File: src/source/vex_pkg.sv
package vex_pkg;

    // Element and control widths
    localparam int DATA_WIDTH     = 32;
    localparam int VREG_ADDR_BITS = 5;
    localparam int TICKET_BITS    = 5;
    localparam int VL_BITS        = 4;

    // Micro-op encoding
    typedef enum logic [2:0] {
        op_add    = 3'd0,
        op_sub    = 3'd1,
        op_and    = 3'd2,
        op_or     = 3'd3,
        op_xor    = 3'd4,
        op_minu   = 3'd5,
        op_maxu   = 3'd6,
        op_redsum = 3'd7
    } vex_op_e;

    // Per-lane operands
    typedef struct packed {
        logic                  mask;
        logic [DATA_WIDTH-1:0] data_a;
        logic [DATA_WIDTH-1:0] data_b;
    } vex_lane_in_t;

    // Shared micro-op information
    typedef struct packed {
        vex_op_e                   op;
        logic [VL_BITS-1:0]        vl;
        logic [VREG_ADDR_BITS-1:0] dst;
        logic [TICKET_BITS-1:0]    ticket;
    } vex_info_t;

    // Destination and ordering tag of a result
    typedef struct packed {
        logic [VREG_ADDR_BITS-1:0] dst;
        logic [TICKET_BITS-1:0]    ticket;
    } vex_tag_t;

endpackage

File: src/source/vex.sv
`timescale 1ns/100ps

module vex
    import vex_pkg::*;
#(
    parameter int VECTOR_LANES = 8
) (
    input  logic                                     clk,
    input  logic                                     rst_n,
    input  logic                                     valid_i,
    input  vex_lane_in_t [VECTOR_LANES-1:0]          lane_i,
    input  vex_info_t                                info_i,
    output logic                                     idle_o,
    // Forward point A (EX1)
    output logic [VECTOR_LANES-1:0]                  frw_a_en_o,
    output logic [VECTOR_LANES-1:0][DATA_WIDTH-1:0]  frw_a_data_o,
    output vex_tag_t                                 frw_a_tag_o,
    // Forward point B (EX4)
    output logic [VECTOR_LANES-1:0]                  frw_b_en_o,
    output logic [VECTOR_LANES-1:0][DATA_WIDTH-1:0]  frw_b_data_o,
    output vex_tag_t                                 frw_b_tag_o,
    // Writeback
    output logic [VECTOR_LANES-1:0]                  wr_en_o,
    output logic [VECTOR_LANES-1:0][DATA_WIDTH-1:0]  wr_data_o,
    output vex_tag_t                                 wr_tag_o
);

    logic [VECTOR_LANES-1:0][DATA_WIDTH-1:0] rdc_ex1_in;
    logic [VECTOR_LANES-1:0][DATA_WIDTH-1:0] rdc_ex1_out;
    logic [VECTOR_LANES-1:0][DATA_WIDTH-1:0] rdc_ex2_in;
    logic [VECTOR_LANES-1:0][DATA_WIDTH-1:0] rdc_ex2_out;
    logic [VECTOR_LANES-1:0][DATA_WIDTH-1:0] rdc_ex3_in;
    logic [VECTOR_LANES-1:0][DATA_WIDTH-1:0] rdc_ex3_out;

    // ------------------------------
    // Lanes
    // ------------------------------
    for (genvar k = 0; k < VECTOR_LANES; k++) begin : g_lane
        vex_lane #(
            .VECTOR_LANES (VECTOR_LANES),
            .LANE_NUM     (k)
        ) vex_lane_i (
            .clk          (clk),
            .rst_n        (rst_n),
            .valid_i      (valid_i),
            .lane_i       (lane_i[k]),
            .op_i         (info_i.op),
            .vl_i         (info_i.vl),
            .rdc_ex1_i    (rdc_ex1_in[k]),
            .rdc_ex2_i    (rdc_ex2_in[k]),
            .rdc_ex3_i    (rdc_ex3_in[k]),
            .rdc_ex1_o    (rdc_ex1_out[k]),
            .rdc_ex2_o    (rdc_ex2_out[k]),
            .rdc_ex3_o    (rdc_ex3_out[k]),
            .frw_a_en_o   (frw_a_en_o[k]),
            .frw_a_data_o (frw_a_data_o[k]),
            .frw_b_en_o   (frw_b_en_o[k]),
            .frw_b_data_o (frw_b_data_o[k]),
            .wr_en_o      (wr_en_o[k]),
            .wr_data_o    (wr_data_o[k])
        );
    end

    // ------------------------------
    // Reduction tree
    // ------------------------------
    // Round 1, pairs of neighbours, summed into EX2
    for (genvar k = 0; k < VECTOR_LANES; k++) begin : g_rdc_r1
        if ((k % 2 == 0) && (k + 1 < VECTOR_LANES)) begin : g_link
            assign rdc_ex1_in[k] = rdc_ex1_out[k+1];
        end else begin : g_none
            assign rdc_ex1_in[k] = '0;
        end
    end

    // Round 2, stride 2, summed into EX3
    for (genvar k = 0; k < VECTOR_LANES; k++) begin : g_rdc_r2
        if ((VECTOR_LANES > 2) && (k % 4 == 0) && (k + 2 < VECTOR_LANES)) begin : g_link
            assign rdc_ex2_in[k] = rdc_ex2_out[k+2];
        end else begin : g_none
            assign rdc_ex2_in[k] = '0;
        end
    end

    // Round 3, stride 4, summed into EX4
    for (genvar k = 0; k < VECTOR_LANES; k++) begin : g_rdc_r3
        if ((VECTOR_LANES > 4) && (k % 8 == 0) && (k + 4 < VECTOR_LANES)) begin : g_link
            assign rdc_ex3_in[k] = rdc_ex3_out[k+4];
        end else begin : g_none
            assign rdc_ex3_in[k] = '0;
        end
    end

    // ------------------------------
    // Control
    // ------------------------------
    vex_ctrl_pipe vex_ctrl_pipe_i (
        .clk         (clk),
        .rst_n       (rst_n),
        .valid_i     (valid_i),
        .info_i      (info_i),
        .frw_a_tag_o (frw_a_tag_o),
        .frw_b_tag_o (frw_b_tag_o),
        .wr_tag_o    (wr_tag_o),
        .idle_o      (idle_o)
    );

endmodule

File: src/source/vex_ctrl_pipe.sv
`timescale 1ns/100ps

module vex_ctrl_pipe
    import vex_pkg::*;
(
    input  logic      clk,
    input  logic      rst_n,
    input  logic      valid_i,
    input  vex_info_t info_i,
    output vex_tag_t  frw_a_tag_o,
    output vex_tag_t  frw_b_tag_o,
    output vex_tag_t  wr_tag_o,
    output logic      idle_o
);

    logic     valid_ex2;
    logic     valid_ex3;
    logic     valid_ex4;
    vex_tag_t tag_ex1;
    vex_tag_t tag_ex2;
    vex_tag_t tag_ex3;
    vex_tag_t tag_ex4;
    vex_tag_t tag_wr;

    assign tag_ex1.dst    = info_i.dst;
    assign tag_ex1.ticket = info_i.ticket;

    // ------------------------------
    // Valid bits
    // ------------------------------
    always_ff @(posedge clk or negedge rst_n) begin
        if (!rst_n) begin
            valid_ex2 <= 1'b0;
            valid_ex3 <= 1'b0;
            valid_ex4 <= 1'b0;
        end else begin
            valid_ex2 <= valid_i;
            valid_ex3 <= valid_ex2;
            valid_ex4 <= valid_ex3;
        end
    end

    // ------------------------------
    // Tags, moved only with a valid micro-op
    // ------------------------------
    always_ff @(posedge clk) begin
        if (valid_i) begin
            tag_ex2 <= tag_ex1;
        end
        if (valid_ex2) begin
            tag_ex3 <= tag_ex2;
        end
        if (valid_ex3) begin
            tag_ex4 <= tag_ex3;
        end
        if (valid_ex4) begin
            tag_wr <= tag_ex4;
        end
    end

    assign frw_a_tag_o = tag_ex1;
    assign frw_b_tag_o = tag_ex4;
    assign wr_tag_o    = tag_wr;

    // Nothing between EX1 and EX4
    assign idle_o = ~valid_i & ~valid_ex2 & ~valid_ex3 & ~valid_ex4;

endmodule

File: src/source/vex_lane.sv
`timescale 1ns/100ps

module vex_lane
    import vex_pkg::*;
#(
    parameter int VECTOR_LANES = 8,
    parameter int LANE_NUM     = 0
) (
    input  logic                  clk,
    input  logic                  rst_n,
    input  logic                  valid_i,
    input  vex_lane_in_t          lane_i,
    input  vex_op_e               op_i,
    input  logic [VL_BITS-1:0]    vl_i,
    // Reduction tree partner inputs
    input  logic [DATA_WIDTH-1:0] rdc_ex1_i,
    input  logic [DATA_WIDTH-1:0] rdc_ex2_i,
    input  logic [DATA_WIDTH-1:0] rdc_ex3_i,
    // Reduction tree taps offered to other lanes
    output logic [DATA_WIDTH-1:0] rdc_ex1_o,
    output logic [DATA_WIDTH-1:0] rdc_ex2_o,
    output logic [DATA_WIDTH-1:0] rdc_ex3_o,
    // Forward point A (EX1)
    output logic                  frw_a_en_o,
    output logic [DATA_WIDTH-1:0] frw_a_data_o,
    // Forward point B (EX4)
    output logic                  frw_b_en_o,
    output logic [DATA_WIDTH-1:0] frw_b_data_o,
    // Writeback
    output logic                  wr_en_o,
    output logic [DATA_WIDTH-1:0] wr_data_o
);

    // Role of this lane in each reduction round
    localparam bit ROOT     = (LANE_NUM == 0);
    localparam bit TAKES_R1 = (LANE_NUM % 2 == 0) && (LANE_NUM + 1 < VECTOR_LANES);
    localparam bit TAKES_R2 = (LANE_NUM % 4 == 0) && (LANE_NUM + 2 < VECTOR_LANES);
    localparam bit TAKES_R3 = (LANE_NUM % 8 == 0) && (LANE_NUM + 4 < VECTOR_LANES);

    logic                  active;
    logic                  is_rdc;
    logic                  en_ex1;
    logic [DATA_WIDTH-1:0] elem_res;
    logic [DATA_WIDTH-1:0] seed;
    logic [DATA_WIDTH-1:0] part_r1;
    logic [DATA_WIDTH-1:0] part_r2;
    logic [DATA_WIDTH-1:0] part_r3;

    logic                  en_ex2;
    logic                  en_ex3;
    logic                  en_ex4;
    logic                  rdc_op_ex2;
    logic                  rdc_op_ex3;
    logic [DATA_WIDTH-1:0] data_ex2;
    logic [DATA_WIDTH-1:0] data_ex3;
    logic [DATA_WIDTH-1:0] data_ex4;

    // ------------------------------
    // EX1
    // ------------------------------
    assign active = lane_i.mask && (VL_BITS'(LANE_NUM) < vl_i);
    assign is_rdc = (op_i == op_redsum);

    always_comb begin
        case (op_i)
            op_add:  elem_res = lane_i.data_a + lane_i.data_b;
            op_sub:  elem_res = lane_i.data_a - lane_i.data_b;
            op_and:  elem_res = lane_i.data_a & lane_i.data_b;
            op_or:   elem_res = lane_i.data_a | lane_i.data_b;
            op_xor:  elem_res = lane_i.data_a ^ lane_i.data_b;
            op_minu: elem_res = (lane_i.data_a < lane_i.data_b) ? lane_i.data_a : lane_i.data_b;
            op_maxu: elem_res = (lane_i.data_a > lane_i.data_b) ? lane_i.data_a : lane_i.data_b;
            default: elem_res = '0;
        endcase
    end

    // Inactive lanes contribute nothing, lane 0 also brings data_b
    assign seed = (active ? lane_i.data_a : '0) + (ROOT ? lane_i.data_b : '0);

    assign frw_a_en_o   = valid_i & active & ~is_rdc;
    assign frw_a_data_o = elem_res;

    // Reduction result only shows on lane 0
    assign en_ex1 = is_rdc ? (valid_i & ROOT) : (valid_i & active);

    // Partner sums, zero where this lane has no partner
    assign part_r1 = TAKES_R1 ? rdc_ex1_i : '0;
    assign part_r2 = TAKES_R2 ? rdc_ex2_i : '0;
    assign part_r3 = TAKES_R3 ? rdc_ex3_i : '0;

    assign rdc_ex1_o = seed;
    assign rdc_ex2_o = data_ex2;
    assign rdc_ex3_o = data_ex3;

    // ------------------------------
    // EX2 to writeback
    // ------------------------------
    always_ff @(posedge clk or negedge rst_n) begin
        if (!rst_n) begin
            en_ex2     <= 1'b0;
            en_ex3     <= 1'b0;
            en_ex4     <= 1'b0;
            wr_en_o    <= 1'b0;
            rdc_op_ex2 <= 1'b0;
            rdc_op_ex3 <= 1'b0;
        end else begin
            en_ex2     <= en_ex1;
            en_ex3     <= en_ex2;
            en_ex4     <= en_ex3;
            wr_en_o    <= en_ex4;
            rdc_op_ex2 <= valid_i & is_rdc;
            rdc_op_ex3 <= rdc_op_ex2;
        end
    end

    // Element result or running partial sum
    always_ff @(posedge clk) begin
        data_ex2  <= is_rdc ? (seed + part_r1) : elem_res;
        data_ex3  <= rdc_op_ex2 ? (data_ex2 + part_r2) : data_ex2;
        data_ex4  <= rdc_op_ex3 ? (data_ex3 + part_r3) : data_ex3;
        wr_data_o <= data_ex4;
    end

    assign frw_b_en_o   = en_ex4;
    assign frw_b_data_o = data_ex4;

endmodule

File: config.mk
export PLATFORM = sky130hd
export DESIGN_NAME = vex
export DESIGN_NICKNAME = d
export VERILOG_FILES = /design/src/source/vex_pkg.sv /design/src/source/vex.sv /design/src/source/vex_ctrl_pipe.sv /design/src/source/vex_lane.sv
export SDC_FILE = /design/constraint.sdc
export NUM_CORES = 2
export LEC_CHECK = 0
export BUFFER_PORTS_ARGS = -buffer_cell sky130_fd_sc_hd__clkbuf_2
export CORE_AREA = 2 2 529 531
export DETAILED_ROUTE_END_ITERATION = 6
export DIE_AREA = 0 0 531 533
export MAX_ROUTING_LAYER = met4
export PLACE_DENSITY = 0.48
export SETUP_SLACK_MARGIN = 0.3
export SYNTH_ARGS = -nofsm -noshare
export SYNTH_HDL_FRONTEND = slang
export SYNTH_SLANG_ARGS = --single-unit
File: constraint.sdc
create_clock -name clk -period 12.1 [get_ports clk]
set_input_delay 1.815 -clock clk [delete_from_list [all_inputs] [get_ports clk]]
set_output_delay 1.815 -clock clk [all_outputs]
set_load 0.1 [all_outputs]
# Word-level counts from Yosys, hierarchy flattened
# Cells that the tools add are included.
# totals
output_inout_bits,823
regBits,1101
inputBits,540
elab_cells,241
# classes
n_addsub,24
n_eq_ne,7
reduce_logical,9
muxes,51
n_bitwise,49
magnitude_cmp,24
# op_table
operator,count
32-bit one-hot mux with 7 select lines,8
32-bit 2-to-1 mux,35
32-bit adder,16
32-bit bitwise AND,8
32-bit greater-than comparator,8
32-bit < comparator,8
32-bit bitwise OR,8
32-bit subtractor,8
32-bit XOR,8
1-bit bitwise AND,20
3-bit by 4-bit < comparator with 1-bit output (first input constant),4
3-bit equality test (second input constant),4
1-bit logical AND,8
1-bit by 4-bit < comparator with 1-bit output (first input constant),2
2-bit by 4-bit < comparator with 1-bit output (first input constant),2
1-bit 2-to-1 mux,8
3-bit by 2-bit equality test with 1-bit output (second input constant),2
1-bit NOT,5
3-bit by 1-bit equality test with 1-bit output (second input constant),1
3-bit zero test,1

# Logic depth before layout (Yosys ltp)
# depth
depth_word,6
depth_mapped,20
depth_no_buf,18

# Cells and area by module
# From an unflattened synthesis, not the netlist that was laid out.
# unflattened
hier_cells,11842
area_unflattened_um2,93459.6
# modules_own_cells
mod,cells_per_inst,seq_area_each_um2,n_inst,area_each_um2
vex_lane (g_lane[0].vex_lane_i),2126,2712.6,1,16562.1
vex_lane (g_lane[4].vex_lane_i),1676,2687.6,1,12859.8
vex_lane (g_lane[2].vex_lane_i),1451,2662.6,1,11374.7
vex_lane (g_lane[6].vex_lane_i),1440,2662.6,1,11253.3
vex_lane (g_lane[7].vex_lane_i),1325,2662.6,1,10284.9
vex_lane (g_lane[1].vex_lane_i),1268,2662.6,1,10117.2
vex_lane (g_lane[3].vex_lane_i),1240,2662.6,1,9952.0
vex_lane (g_lane[5].vex_lane_i),1261,2662.6,1,9688.0
vex_ctrl_pipe,54,1276.2,1,1363.8
vex,1,0.0,1,3.8

# Worst setup path after synthesis
# No wires, ideal clock.
# synth_path
path_type,input to output
start,input port lane_i[195] (netlist bit)
end,output port frw_a_data_o[124] (netlist bit)
slack_ps,3751
path_stages,11
path_buffers,0
t_arrival_ps,6534
required_ps,10285
path_cell_list,ha_1 fa_1 a21oi_1 nor2_1 a311o_1 o31ai_1 o311ai_0 a311o_1 a21oi_1 a221oi_1 o21ai_0
# synth_rtl
element,line,text
from (decl),vex.sv:11,"input vex_lane_in_t [VECTOR_LANES-1:0] lane_i,"
to (decl),vex.sv:16,"output logic [VECTOR_LANES-1:0][DATA_WIDTH-1:0] frw_a_data_o,"

==> metrics.md <==
| Metric | Value |
|---|---|
| Final Critical Period | `9.57 ns` |
| Final ANT Viol Nets | `0` |
| Post-Synth Simple-Gate Area | `14.6%` |
| Largest area contributor in the netlist | `dfxtp_1` |
| Crit path max fanout | `24` |
| Post-CTS sizing | `0` |
| Synth Area in Compound Gates | `28.6%` |
| WL met2 | `216 mm` |
| Num CTS Buffers | `136` |
| CTS Hold Bufs | `0` |
| Crit path kind | `primary input to output pin` |
| # clock sinks | `1,101` |
| Port buffer count | `1,362` |
| CP endpoint kind | `output pin` |
| Syn nets | `12,556` |
| Cells after Synth | `10,918` |
| Root Driver | `clkbuf_16` |
| Final hold vios | `0` |
| RSZ-0062 raised after global routing | `false` |
| First-pass DRT Iterations | `7` |
| DRC | `2` |
| GPL Wtd Cong | `1.01` |
| Clock Skews | `0.0911 ns` |
| Dominant cells by area after synthesis | `dfxtp_1 24%, ha_1 15%, a21oi_1 6.7%` |
| Setup-failing EPs final | `0` |
| Post-synth ARST share | `3.36%` |
| Largest family of logic cells by synthesized area | `compound AO/OA/AOI/OAI gates` |
| Initial drt markers | `9,203` |
| Xor-xnor portion of the synthesized cell area | `4.00%` |
| Via Count | `91,033` |
| Global route overflow | `0` |
| Final TNS setup | `0 ns` |
| DP HPWL | `378 mm` |
| Area delta synth->final | `17.1%` |
| Die width | `531 µm` |
| Num rows | `194` |
| CP startpoint kind | `primary input` |
| Largest net degree at the start of global routing | `144` |
| Top cell type's share of synthesized area | `23.6%` |
| CTS max path bufs | `4` |
| Slew @ Worst Pin | `1.32 ns` |
| Setup bufs post-CTS | `0` |
| Die H | `533 µm` |
| Via density | `5.75` |
| #FFs+latches synth | `1,101` |
| Clock Latency Late Sink | `0.88 ns` |
| Top sig layer | `met4` |
| Run status | `complete, but fails checks` |
| Power density cells | `175 nW/µm²` |
| Worst min path class | `flop to flop` |
| GRT Util Overall | `33.5%` |
| Nets@finish | `13,508` |
| Period Utilization, post-route | `79.1%` |
| Fmax | `104 MHz` |
| WP data required | `10.28 ns` |
| CORE AREA | `278,000 µm²` |
| CTS tree | `done` |
| EDFF count, synth | `40` |
| Register area share after synthesis | `26.0%` |
| Yosys warnings | `0` |
| H-tree Lvls | `4` |
| WL/cell | `30.6 µm` |
| Layout cells sized above 1 | `16.2%` |
| Num ports | `1,363` |
| Mapped Area | `87,000 µm²` |
| Most common cell in the netlist | `a21oi_1` |
| Initial core utilization | `31.3%` |
| Adder-cell share of the synthesized area | `16.2%` |
| Leakage | `48.3 nW` |
| Max-slew headroom | `11.4%` |
| Full die area | `283,000 µm²` |
| Final wirelength | `484 mm` |
| Met1 Wirelength | `204 mm` |
| Initial antenna violation count | `174` |
| Mux contribution to synthesized area | `3.74%` |
| Ys flop type | `dfxtp_1` |
| WL met3 | `38.3 mm` |
| Number of global-route vias before repair | `85,564` |
| Max rail drop VDD | `0.159 mV` |
| Slew Viols, Final | `0` |
| Synth top cells by count | `1,160 x a21oi_1, 1,044 x ha_1, 1,024 x dfxtp_1, 936 x nor2_1, 833 x inv_1` |
| Power after layout | `0.0178 W` |
| Critical path data arrival time | `7.76 ns` |
| Synth unique cells | `118` |
| First-pass GRT wire length | `665 mm` |
| Avg Inst Size Synth | `7.97 µm²` |
| Clock-pin transition on the worst setup and hold timing paths | `0.06 ns` |
| Max-Cap Viols | `0` |
| Failing checks | `design-rule violations` |
## report_power, final
| part | total [W] | switching [W] | internal (W) |
|---|---|---|---|
| Sequential | 0.00477 | 0.000450 | 0.00432 |
| Clock | 0.00421 | 0.00172 | 0.00248 |
| Combinational | 0.00883 | 0.00689 | 0.00194 |
## final timing paths
kind                                                            start                                             to  slack, ns  cells past startpoint
setup reg to reg            g_lane[6].vex_lane_i.rdc_ex2_o[5]$_DFF_P_     g_lane[4].vex_lane_i.rdc_ex3_o[31]$_DFF_P_       7.78                     11
setup / recovery                                           lane_i[32]                               frw_a_data_o[11]       2.53                     16
hold reg to reg            g_lane[7].vex_lane_i.rdc_ex3_o[16]$_DFF_P_  g_lane[7].vex_lane_i.frw_b_data_o[16]$_DFF_P_       0.31                      0
max in group asynchronous                                       rst_n      g_lane[7].vex_lane_i.rdc_op_ex2$_DFF_PN0_      10.65                      2
hold / removal             g_lane[7].vex_lane_i.rdc_ex3_o[16]$_DFF_P_  g_lane[7].vex_lane_i.frw_b_data_o[16]$_DFF_P_       0.31                      0
min in group asynchronous                                       rst_n            vex_ctrl_pipe_i.valid_ex3$_DFF_PN0_       1.04                      2
## metal layers
| metal | up-vias | track usage (%) |
|---|---|---|
| met5 | - | - |
| met4 | 0 | 16.2 |
| met1 | 44794 | 42.0 |
| met2 | 4344 | 51.1 |
| li1 | 41122 | - |
| met3 | 773 | 6.66 |
## critical path: stages
cell	delay [ns]
clkbuf_2	0.14
inv_1	0.08
ha_1	0.21
fa_1	0.53
o21bai_1	0.24
a21oi_1	0.16
o211ai_1	0.52
a2111oi_4	0.23
o21ai_2	0.38
a31oi_4	0.39
buf_4	0.45
a21oi_4	0.64
buf_4	0.56
mux2i_1	0.14
o221ai_1	0.61
clkbuf_2	0.58
## placed cells by master, fill, tap and decap left out, drive strengths merged, types with 85 or more instances in the layout
cell,synthesis,routed
clkbuf,462,1540
a21oi,1164,1164
ha,1044,1044
dfxtp,1024,1024
nor2,938,938
inv,833,845
o21ai,700,700
nand2,650,650
a21o,430,430
xnor2,309,309
mux2i,234,234
and2,203,203
nand3,203,203
nor3,180,180
o21bai,166,166
a211oi,165,165
o221ai,137,137
diode,0,136
o211ai,118,118
buf,197,113
nor2b,98,98
o22ai,94,94
nand2b,90,90
xor2,89,89
nor4,88,88
a31oi,88,88
o31ai,85,85
## per-stage QoR
| step | cell area [µm²] | hold slack (ns) | util (%) | worst slack [ns] | std cells |
|---|---|---|---|---|---|
| floorplan | 87000 | 0.310 | - | 3.75 | 10918 |
| global placement | 97000 | 0.310 | 34.9 | 2.63 | 15456 |
| detailed placement | 97000 | 0.312 | 34.9 | 2.58 | 15456 |
| CTS | 102000 | 0.304 | 36.6 | 2.56 | 15696 |
| global route | 102000 | 0.296 | 36.7 | 2.40 | 15806 |
| finish | 102000 | 0.311 | 36.7 | 2.53 | 15832 |
## area by class of cell
type / instances / area [µm²]
Multi-Input combinational cell: 8314 / 58800
Clock buffer: 180 / 3870
Tap cell: 3724 / 4660
Fill cell: 29133 / 176000
Sequential cell: 1101 / 22600
Antenna cell: 136 / 340
Clock inverter: 60 / 703
Timing Repair Buffer: 1473 / 7790
Inverter: 844 / 3180
## registers in the layout (all words and copies together) (netlist names)
signal / flops
g_lane.vex_lane_i.rdc_op_ex2: 1
vex_ctrl_pipe_i.tag_ex2: 10
vex_ctrl_pipe_i.valid_ex2: 1
vex_ctrl_pipe_i.valid_ex4: 1
g_lane.vex_lane_i.wr_en_o: 8
g_lane.vex_lane_i.wr_data_o: 256
g_lane.vex_lane_i.rdc_ex2_o: 256
vex_ctrl_pipe_i.frw_b_tag_o: 10
vex_ctrl_pipe_i.wr_tag_o: 10
vex_ctrl_pipe_i.valid_ex3: 1
g_lane.vex_lane_i.frw_b_data_o: 256
vex_ctrl_pipe_i.tag_ex3: 10
g_lane.vex_lane_i.en_ex3: 8
g_lane.vex_lane_i.rdc_op_ex3: 1
g_lane.vex_lane_i.frw_b_en_o: 8
g_lane.vex_lane_i.rdc_ex3_o: 256
g_lane.vex_lane_i.en_ex2: 8
## kinds of logic (layout without fill, tap and decap cells)
| group | count (synthesis) | in the layout |
|---|---|---|
| flops | 1101 | 1101 |
| other cells | 0 | 136 |
| buf+inv | 1503 | 2557 |
| fa+ha+maj | 1098 | 1098 |
| mux | 314 | 314 |
| xor+xnor | 398 | 398 |
| compound gates | 3792 | 3792 |
| simple gates | 2712 | 2712 |
No activity file was read; power rests on OpenSTA's default activity.
